`config.mk`:
```
export PLATFORM = sky130hd
export DESIGN_NAME = core_top
export DESIGN_NICKNAME = d
export VERILOG_FILES = /design/src/hw/core_pkg.sv /design/src/hw/regfile_if.sv /design/src/hw/core_top.sv /design/src/hw/instr_execute.sv /design/src/hw/register_file.sv /design/src/hw/pc_counter.sv /design/src/hw/fetch_sequencer.sv
export VERILOG_INCLUDE_DIRS = /design/src /design/src/hw
export SDC_FILE = /design/constraint.sdc
export NUM_CORES = 2
export LEC_CHECK = 0
export BUFFER_PORTS_ARGS = -buffer_cell sky130_fd_sc_hd__buf_2
export CAP_MARGIN = 20
export CORE_UTILIZATION = 43
export DETAILED_ROUTE_END_ITERATION = 6
export RECOVER_POWER = 50
export SKIP_CTS_REPAIR_TIMING = 1
export SYNTH_ARGS = -nofsm -noshare
export SYNTH_HDL_FRONTEND = slang
export SYNTH_HIERARCHICAL = 1
export SYNTH_SLANG_ARGS = --single-unit
```
`constraint.sdc`:
```
create_clock -name clk -period 9.94 [get_ports clk]
set_input_delay 0.497 -clock clk [delete_from_list [all_inputs] [get_ports clk]]
set_output_delay 0.497 -clock clk [all_outputs]
set_load 0.1 [all_outputs]
```
`src/hw/core_cfg.svh`:
```
`ifndef CORE_CFG_SVH
`define CORE_CFG_SVH

// Data path and address width
`define CORE_XLEN 64

// One instruction word, half of a bus beat
`define CORE_ILEN 32

// Integer register count, x0 included
`define CORE_NUM_REGS 32

// Byte step from one instruction to the next
`define CORE_PC_STEP 4

`endif
```
`src/hw/core_pkg.sv`:
```
`include "core_cfg.svh"

package core_pkg;

  // Data word and byte address
  typedef logic [`CORE_XLEN-1:0] xlen_t;

  // Raw instruction word
  typedef logic [`CORE_ILEN-1:0] inst_t;

  // Register index, 5 bits for 32 registers
  typedef logic [$clog2(`CORE_NUM_REGS)-1:0] reg_addr_t;

  // Sequencer steps for one instruction
  // FETCH_ADDR  arvalid out, wait for arready
  // FETCH_DATA  rready out, wait for rvalid
  // EXECUTE     ALU and branch result latched
  // WRITEBACK   register write, PC update, retire strobe
  typedef enum logic [1:0] {
    FETCH_ADDR,
    FETCH_DATA,
    EXECUTE,
    WRITEBACK
  } seq_state_t;

endpackage

```
`src/hw/regfile_if.sv`:
```
`timescale 1ns/100ps

// Register file port bundle, two reads and one write
interface regfile_if;

  core_pkg::reg_addr_t rs1_addr;  // Source 1 index
  core_pkg::reg_addr_t rs2_addr;  // Source 2 index
  core_pkg::xlen_t     rs1_data;  // Source 1 value, combinational
  core_pkg::xlen_t     rs2_data;  // Source 2 value, combinational
  logic                wr_en;     // Write strobe, taken on the clock edge
  core_pkg::reg_addr_t wr_addr;   // Destination index
  core_pkg::xlen_t     wr_data;   // Destination value

  // Execute side
  modport user (
    output rs1_addr,
    output rs2_addr,
    input  rs1_data,
    input  rs2_data,
    output wr_en,
    output wr_addr,
    output wr_data
  );

  // Storage side
  modport owner (
    input  rs1_addr,
    input  rs2_addr,
    output rs1_data,
    output rs2_data,
    input  wr_en,
    input  wr_addr,
    input  wr_data
  );

endinterface

```
`src/hw/core_top.sv`:
```
`timescale 1ns/100ps

// Multi-cycle RV64 integer core
// Instruction fetch over the AXI AR and R channels, one beat per instruction
module core_top (
  input  logic                clk,
  input  logic                reset,
  input  core_pkg::xlen_t     entry,          // First fetch address

  // AXI read address channel
  output logic                m_axi_arvalid,
  input  logic                m_axi_arready,
  output core_pkg::xlen_t     m_axi_araddr,

  // AXI read data channel
  input  logic                m_axi_rvalid,
  output logic                m_axi_rready,
  input  core_pkg::xlen_t     m_axi_rdata,

  // Retire report
  output logic                retire_valid,   // One pulse per instruction
  output core_pkg::reg_addr_t retire_rd,
  output core_pkg::xlen_t     retire_data
);

  logic            ir_load;
  logic            exec_latch;
  logic            branch_taken;
  core_pkg::xlen_t branch_target;

  regfile_if rf_bus ();  // Execute to register file

  fetch_sequencer u_fetch_sequencer (
    .clk        (clk),
    .reset      (reset),
    .arready    (m_axi_arready),
    .rvalid     (m_axi_rvalid),
    .arvalid    (m_axi_arvalid),
    .rready     (m_axi_rready),
    .ir_load    (ir_load),
    .exec_latch (exec_latch),
    .retire     (retire_valid)
  );

  // PC is the fetch address directly
  pc_counter u_pc_counter (
    .clk           (clk),
    .reset         (reset),
    .entry         (entry),
    .retire        (retire_valid),
    .branch_taken  (branch_taken),
    .branch_target (branch_target),
    .pc            (m_axi_araddr)
  );

  register_file u_register_file (
    .clk   (clk),
    .reset (reset),
    .rf    (rf_bus.owner)
  );

  instr_execute u_instr_execute (
    .clk           (clk),
    .reset         (reset),
    .rdata         (m_axi_rdata),
    .pc            (m_axi_araddr),
    .ir_load       (ir_load),
    .exec_latch    (exec_latch),
    .retire        (retire_valid),
    .rf            (rf_bus.user),
    .branch_taken  (branch_taken),
    .branch_target (branch_target),
    .rd            (retire_rd),
    .result        (retire_data)   // Zero for branches and no-ops
  );

endmodule

```
`src/hw/instr_execute.sv`:
```
`timescale 1ns/100ps
`include "core_cfg.svh"

// Instruction register, decode, ALU and branch unit
// Results held from EXECUTE through WRITEBACK
module instr_execute (
  input  logic                clk,
  input  logic                reset,
  input  core_pkg::xlen_t     rdata,          // Read data beat, two instructions wide
  input  core_pkg::xlen_t     pc,             // Address of this instruction
  input  logic                ir_load,
  input  logic                exec_latch,
  input  logic                retire,
  regfile_if.user             rf,
  output logic                branch_taken,
  output core_pkg::xlen_t     branch_target,
  output core_pkg::reg_addr_t rd,             // Destination, 0 if nothing written
  output core_pkg::xlen_t     result          // Write value, 0 if nothing written
);

  localparam logic [6:0] OPC_OP_IMM = 7'b0010011;
  localparam logic [6:0] OPC_OP     = 7'b0110011;
  localparam logic [6:0] OPC_LUI    = 7'b0110111;
  localparam logic [6:0] OPC_BRANCH = 7'b1100011;

  core_pkg::inst_t     ir;
  logic [6:0]          opcode;
  logic [2:0]          funct3;
  logic [6:0]          funct7;
  core_pkg::reg_addr_t rd_f;
  core_pkg::xlen_t     imm_i;
  core_pkg::xlen_t     imm_u;
  core_pkg::xlen_t     imm_b;
  core_pkg::xlen_t     alu_res;
  logic                is_write;
  logic                is_branch;
  logic                br_cond;

  // Pick the 32-bit half that the fetch address points at
  always_ff @(posedge clk) begin
    if (ir_load) begin
      ir <= pc[2] ? rdata[`CORE_XLEN-1:`CORE_ILEN] : rdata[`CORE_ILEN-1:0];
    end
  end

  // Field split
  assign opcode = ir[6:0];
  assign rd_f   = ir[11:7];
  assign funct3 = ir[14:12];
  assign funct7 = ir[31:25];

  // Immediates, all sign extended
  assign imm_i = {{52{ir[31]}}, ir[31:20]};
  assign imm_u = {{32{ir[31]}}, ir[31:12], 12'b0};
  assign imm_b = {{51{ir[31]}}, ir[31], ir[7], ir[30:25], ir[11:8], 1'b0};

  assign rf.rs1_addr = ir[19:15];
  assign rf.rs2_addr = ir[24:20];

  // ALU and branch compare
  always_comb begin
    alu_res   = '0;
    is_write  = 1'b0;
    is_branch = 1'b0;
    br_cond   = 1'b0;
    case (opcode)
      OPC_OP_IMM: begin
        is_write = 1'b1;
        case (funct3)
          3'b000:  alu_res = rf.rs1_data + imm_i;  // ADDI
          3'b100:  alu_res = rf.rs1_data ^ imm_i;  // XORI
          3'b110:  alu_res = rf.rs1_data | imm_i;  // ORI
          3'b111:  alu_res = rf.rs1_data & imm_i;  // ANDI
          default: is_write = 1'b0;               // Shifts and compares unsupported
        endcase
      end
      OPC_OP: begin
        is_write = 1'b1;
        case ({funct7, funct3})
          {7'b0000000, 3'b000}: alu_res = rf.rs1_data + rf.rs2_data;  // ADD
          {7'b0100000, 3'b000}: alu_res = rf.rs1_data - rf.rs2_data;  // SUB
          {7'b0000000, 3'b100}: alu_res = rf.rs1_data ^ rf.rs2_data;  // XOR
          {7'b0000000, 3'b110}: alu_res = rf.rs1_data | rf.rs2_data;  // OR
          {7'b0000000, 3'b111}: alu_res = rf.rs1_data & rf.rs2_data;  // AND
          default:              is_write = 1'b0;
        endcase
      end
      OPC_LUI: begin
        is_write = 1'b1;
        alu_res  = imm_u;
      end
      OPC_BRANCH: begin
        // BEQ and BNE only, other compares fall through as no-ops
        if (funct3 == 3'b000) begin
          is_branch = 1'b1;
          br_cond   = (rf.rs1_data == rf.rs2_data);
        end else if (funct3 == 3'b001) begin
          is_branch = 1'b1;
          br_cond   = (rf.rs1_data != rf.rs2_data);
        end
      end
      default: begin
        // Anything else retires with no effect
      end
    endcase
  end

  // Control flags for writeback and PC
  always_ff @(posedge clk) begin
    if (reset) begin
      rd           <= '0;
      branch_taken <= 1'b0;
    end else if (exec_latch) begin
      rd           <= is_write ? rd_f : '0;
      branch_taken <= is_branch && br_cond;
    end
  end

  // Payload values
  always_ff @(posedge clk) begin
    if (exec_latch) begin
      result        <= is_write ? alu_res : '0;
      branch_target <= pc + imm_b;
    end
  end

  // Writeback during the retire cycle, rd of 0 means no write
  assign rf.wr_en   = retire && (rd != '0);
  assign rf.wr_addr = rd;
  assign rf.wr_data = result;

endmodule

```
`src/hw/register_file.sv`:
```
`timescale 1ns/100ps
`include "core_cfg.svh"

// Integer register file
// Two combinational reads, one write on the clock edge
module register_file (
  input logic      clk,
  input logic      reset,
  regfile_if.owner rf
);

  core_pkg::xlen_t regs [`CORE_NUM_REGS];

  // Write port
  always_ff @(posedge clk) begin
    if (reset) begin
      for (int i = 0; i < `CORE_NUM_REGS; i++) begin
        regs[i] <= '0;
      end
    end else if (rf.wr_en && (rf.wr_addr != '0)) begin  // x0 is never written
      regs[rf.wr_addr] <= rf.wr_data;
    end
  end

  // Read port 1
  always_comb begin
    if (rf.rs1_addr == '0) begin
      rf.rs1_data = '0;  // Hardwired zero
    end else begin
      rf.rs1_data = regs[rf.rs1_addr];
    end
  end

  // Read port 2
  always_comb begin
    if (rf.rs2_addr == '0) begin
      rf.rs2_data = '0;
    end else begin
      rf.rs2_data = regs[rf.rs2_addr];
    end
  end

endmodule

```
`src/hw/pc_counter.sv`:
```
`timescale 1ns/100ps
`include "core_cfg.svh"

// Program counter
// Starts at entry, moves only when an instruction retires
module pc_counter (
  input  logic            clk,
  input  logic            reset,
  input  core_pkg::xlen_t entry,          // Program entry point
  input  logic            retire,         // Update strobe
  input  logic            branch_taken,   // Retiring branch was taken
  input  core_pkg::xlen_t branch_target,  // PC plus B immediate
  output core_pkg::xlen_t pc              // Fetch address
);

  core_pkg::xlen_t pc_next;

  // Sequential step or redirect
  always_comb begin
    if (branch_taken) begin
      pc_next = branch_target;
    end else begin
      pc_next = pc + core_pkg::xlen_t'(`CORE_PC_STEP);
    end
  end

  always_ff @(posedge clk) begin
    if (reset) begin
      pc <= entry;  // First fetch from entry
    end else if (retire) begin
      pc <= pc_next;
    end
  end

endmodule

```
`src/hw/fetch_sequencer.sv`:
```
`timescale 1ns/100ps

// One instruction in flight
// Bus strobes are registered copies of the next state, so they sit low in reset
module fetch_sequencer (
  input  logic clk,
  input  logic reset,
  input  logic arready,     // AR channel ready from the bus
  input  logic rvalid,      // R channel valid from the bus
  output logic arvalid,     // AR request, high in FETCH_ADDR
  output logic rready,      // R accept, high in FETCH_DATA
  output logic ir_load,     // Instruction register load on the R handshake
  output logic exec_latch,  // Result register load
  output logic retire       // Register write and PC step
);

  core_pkg::seq_state_t state;
  core_pkg::seq_state_t state_next;

  // Next state, fetch states wait on the bus
  always_comb begin
    state_next = state;
    case (state)
      core_pkg::FETCH_ADDR: begin
        if (arvalid && arready) begin  // Address accepted
          state_next = core_pkg::FETCH_DATA;
        end
      end
      core_pkg::FETCH_DATA: begin
        if (rready && rvalid) begin  // Data beat taken
          state_next = core_pkg::EXECUTE;
        end
      end
      core_pkg::EXECUTE: begin
        state_next = core_pkg::WRITEBACK;  // Single cycle ALU
      end
      core_pkg::WRITEBACK: begin
        state_next = core_pkg::FETCH_ADDR;  // Next fetch with updated PC
      end
      default: begin
        state_next = core_pkg::FETCH_ADDR;
      end
    endcase
  end

  // State and bus-facing strobes
  always_ff @(posedge clk) begin
    if (reset) begin
      state   <= core_pkg::FETCH_ADDR;
      arvalid <= 1'b0;
      rready  <= 1'b0;
      retire  <= 1'b0;
    end else begin
      state   <= state_next;
      arvalid <= (state_next == core_pkg::FETCH_ADDR);  // Held until arready
      rready  <= (state_next == core_pkg::FETCH_DATA);
      retire  <= (state_next == core_pkg::WRITEBACK);   // One cycle pulse
    end
  end

  // Internal load pulses
  assign ir_load    = rready && rvalid;               // Same cycle as the R handshake
  assign exec_latch = (state == core_pkg::EXECUTE);

endmodule

```
# After elaboration in Yosys (flattened, before gate mapping)
# Memory sizes are Yosys's and may differ from the RTL's. A register that Yosys moved wholly into a read port is not among the register bits.
# Index checks and enable logic that the tools add are counted.
# totals
register_bits	235
latch_bits	0
ram_bits	2048
mem_bits_ro	0
inputBits	132
output_inout_bits	136
elab_cells	89
memories	1
# mem_list
memory	depth	width	read_ports	rd_ports_with_merged_regs	write_ports	line_no	source
u_register_file.regs	32	64	2	2	32	register_file.sv:12	core_pkg::xlen_t regs [`CORE_NUM_REGS];
# op_classes
n_addsub	5
mul	0
div_mod_pow	0
order_cmp	0
n_eq_ne	19
shift	0
mux	32
bitwise_logic	6
reduce_logical	16
# ops
operator	n
$mux 64	6
$pmux 64 s5	1
$pmux 64 s4	1
$add 64x64->64	3
$pmux 64 s3	1
$and 64x64->64	2
$or 64x64->64	2
$xor 64x64->64	2
$add 64x3->64 const B	1
$eq 64x64->1	1
$ne 64x64->1	1
$reduce_or 64->1	1
$sub 64x64->64	1
$mux 32	1
$eq 10x3->1 const B	3
$mux 5	4
$eq 7x6->1 const B	2
$mux 1	14
$eq 10x9->1 const B	1
$logic_not 10->1	1
$logic_not 5->1	2
$eq 3x3->1 const B	3
$pmux 2 s4	1
$eq 7x5->1 const B	1
other kinds (13)	22

# Longest topological paths before layout
# logic_depth
depth_word	8
depth_mapped	25
depth_no_buf	20

# By module
# Netlist, hierarchy kept.
# by_module_without_submodules
module	n_inst	cells_each	area_per_inst_um2	seq_area_each_um2
register_file	1	7055	108263.8	61499.0
instr_execute	1	3698	27779.1	4924.7
pc_counter	1	473	4458.0	1921.8
fetch_sequencer	1	21	210.2	100.1

# Worst setup path after synthesis
# OpenSTA, ideal clock, no wires.
# synth_path
kind	register to register
startpoint	register u_instr_execute.ir[31]
endpoint	register u_instr_execute.result[52] (data pin)
setup_ps	264
arrival_ps	6504
required_time_ps	9676
path_slack_ps	3173
path_stages_with_launch	15
n_path_buf	1
path_cell_list	edfxtp_1 -> inv_1 -> ha_1 -> buf_4 -> and4_4 -> nand3_4 -> nor4_4 -> a32oi_2 -> a211o_1 -> o31a_1 -> and2_4 -> o31a_1 -> o31a_1 -> xor2_1 -> o21ai_2
# synth_between
elab_chain_cells	4
# synth_lines
element	line_no	source
start, declared	instr_execute.sv:26	core_pkg::inst_t ir;
start signal, assigned	instr_execute.sv:42	ir <= pc[2] ? rdata[`CORE_XLEN-1:`CORE_ILEN] : rdata[`CORE_ILEN-1:0];
branches (longest 4 deep; another with $add 64x64->64)	-	
end signal, assigned	instr_execute.sv:122	result <= is_write ? alu_res : '0;
end, declared	instr_execute.sv:18	output core_pkg::xlen_t result
# Parallel ways; which one is timed is not known.
# A chain may end at the register's enable or synchronous reset.

==> flow_summary.toml <==
[run]
cap_viol_max_count = 75

[cts]
htreeDepth = 5
clock_sinks = 2283
cts_root_buf = "clkbuf_16"
clock_path_buffers = 4
cts_tree = "built"
path_clk_slew_ns = 0.06
clk_latency_ns = 0.94
cts_made_buffers = 263

[routing]
first_pass_iters = 7
post_drt_wl_per_cell_um = 38.7
drtIter0Drc = 17700
wl_um = 611000
drc = 2
vias = 107000
ant_nets = 0
vias_per_cell = 6.81

[synth]
synth_flop_cell = "edfxtp_1"
synth_top_area_share = 0.485
yosysMostFrequentCell = "edfxtp_1"
avgSynthCellArea_sq_um = 12.5
synth_cell_types = 113
synth.largest_area_cell = "edfxtp_1"
seq_area_frac_synth = 0.486
yosys-top-cells-area = "edfxtp_1 48%, mux4_2 15%, and2_1 8.9%"
synthTopCellsByCount = "2,272 x edfxtp_1, 2,008 x and2_1, 906 x mux4_2"
yosys_warnings = 6
synthArstFlopShare = 0
syn-cell-area_sq_um = 141000
ys_ff_latch = 2283
synth_edf_count = 2272
synthCells = 11200

[critical_path]
setup.worst_path.class = "input port to flip-flop"
worstPathCellList = "clkbuf_1 -> clkbuf_1 -> or2_1 -> buf_4"
startpoint = "reset"
worstPathRequired_ns = 10.48
cp.arrival_ns = 9.98
cp_top_family = "buffers and inverters"
crit_path_top_delay_cell = "clkbuf_1"
cp-start-kind = "input port"
r2r-start = "u_fetch_sequencer/state[0]"
reg2reg_slack_ns = 1.10
worstRegToRegCells = 6
path_common_cell = "clkbuf_1"
cp_max_fo = 42
cp.depth = 4
end_kind = "flip-flop"
max_stage_delay_ns = 3.48
cp-endpoint = "u_register_file/regs[17][36]"
cp_num_buf_inv = 3
rr_endpoint = "u_instr_execute/branch_taken"

[place]
hpwl_um = 383000
placed_area_sq_um = 146000
port_buffers = 267
gp_congestion = 1.00

[final_layout]
utilization = 0.479
area_delta_synth_final_pct = 10.5
design_area_sq_um = 155000
fillers = 28600
nNetsFinal = 11800
drive_gt1_frac = 0.177

[timing]
fin_crit_sh = 0.950
drv_slew = 2204
max_slew_margin = -3.28
whs_ns = -0.0575
finalCriticalPeriod_ns = 9.44
setup_viol = 0
grt_setup_unrepaired = "false"
setup_tns_ns = 0
fin_skew_ns = 0.0456
fmax_mhz = 106
tightest_slew_ns = 6.41
hold_viol = 3

[run_status]
failed_checks = "design-rule violations, negative hold slack, max-capacitance violations, max-slew violations"
outcome = "finished with violations"

[global_routing]
grt_usage = 0.360
grt_pass1_wl_um = 831000
grt_pass1_vias = 103000
grt-ovfl-total = 0
grt_antenna_before_repair = 63
grt_start_max_net_pins = 166

[power_and_ir_drop]
p_comb_frac = 0.161
seq_power_share = 0.451
swShare = 0.287
p_clk_frac = 0.388
power_density_nw_per_um2 = 159
leakagePower_nw = 56.5
peakVddDrop_uv = 123
p_switching_w = 0.00710
intPower_w = 0.0176

[hold_path]
min_path_type = "input port to flip-flop"

[die]
die_h_um = 574
core-area_sq_um = 325000
initial_utilization = 0.433
ioPinCount = 268
rows = 209
die_x_um = 574
dieArea_sq_um = 330000
==> placed cells by master, fill, tap and decap left out, types with 336 or more instances in the layout <==
master / instances
edfxtp_1: 2272
and2_1: 1444
mux4_2: 906
and2_0: 562
a21oi_1: 516
nand2_1: 461
mux2i_1: 408
ha_1: 398
o21ai_0: 341
nor2_1: 336
==> worst reg2reg max path, cell delays in order (launching register included) <==
cell	delay (ns)
dfxtp_1	0.36
nand2b_2	0.23
clkinvlp_2	1.48
clkbuf_1	3.22
clkbuf_1	2.79
nand2b_1	0.48
a21oi_1	0.10
==> cell type report <==
type                       instances  area (sq um)  area share
inverter                         274          1030     0.00662
sequential                      2283         68400       0.440
clock inverter                   129          1070     0.00687
clock buffer                     329          7080      0.0456
tap                             4325          5410      0.0348
multi-input combinational       7651         66900       0.430
antenna                           37          92.6    0.000595
timing repair buffer             748          5490      0.0353
==> worst min-delay path by stage <==
| stage | start | cells past startpoint | endpoint | slack [ns] |
|---|---|---|---|---|
| after floorplan | u_instr_execute/branch_taken | 2 | u_instr_execute/branch_taken | 0.48 |
| after global placement | u_pc_counter/pc[0] | 0 | u_instr_execute/branch_target[0] | 0.44 |
| after detailed placement | u_pc_counter/pc[0] | 0 | u_instr_execute/branch_target[0] | 0.46 |
| after CTS | entry[12] | 3 | u_pc_counter/pc[12] | -0.20 |
| after global routing | entry[44] | 3 | u_pc_counter/pc[44] | -0.04 |
| final | entry[44] | 3 | u_pc_counter/pc[44] | -0.06 |
==> layer usage <==
metal	track usage	part of all wire	vias to the layer above
li1	-	-	42600
met1	0.461	0.36	54600
met2	0.554	0.44	8430
met3	0.108	0.14	1853
met4	0.179	0.060	18
met5	0.00560	0.00064	-
==> power by group through the flow <==
stage / combinational [W] / clock [W] / sequential (W)
floorplan: 0.00226 / 0 / 0.0114
global placement: 0.00379 / 0 / 0.0113
detailed placement: 0.00379 / 0 / 0.0113
CTS: 0.00380 / 0.00965 / 0.0111
global route: 0.00411 / 0.00998 / 0.0112
finish: 0.00397 / 0.00960 / 0.0112
==> per-stage QoR <==
| stage | hold WS (ns) | cells | total power [W] | setup WS (ns) |
|---|---|---|---|---|
| after detailed placement | 0.455 | 15200 | 0.0151 | 2.24 |
| after floorplan | 0.478 | 11300 | 0.0137 | 3.17 |
| after CTS | -0.201 | 15600 | 0.0246 | 2.24 |
| after global placement | 0.444 | 15200 | 0.0151 | 2.04 |
| after global routing | -0.0387 | 15700 | 0.0253 | 0.975 |
| final | -0.0575 | 15800 | 0.0247 | 0.500 |
==> registers in the layout (all words and copies together), names as in the netlist <==
register                       flops
u_register_file/regs            2048
u_instr_execute/branch_target     64
u_instr_execute/result            64
u_pc_counter/pc                   64
u_instr_execute/ir                32
u_instr_execute/rd                 5
u_fetch_sequencer/state            2
u_fetch_sequencer/arvalid          1
u_fetch_sequencer/retire           1
u_fetch_sequencer/rready           1
u_instr_execute/branch_taken       1
==> cells by family (layout without fill, tap and decap cells) <==
kind of cell,after synthesis,in the layout,synth area share
adders and majority gates,402,402,0.0360
other,1,101,0.0000267
muxes,1472,1472,0.187
and+or+nand+nor,3508,3508,0.141
AOI/OAI and AO/OA,2026,2026,0.0958
buffers and inverters,1376,1480,0.0428
xor gates and xnor gates,179,179,0.0111
DFF,2283,2283,0.486
Power figures use the tool's default switching activity.
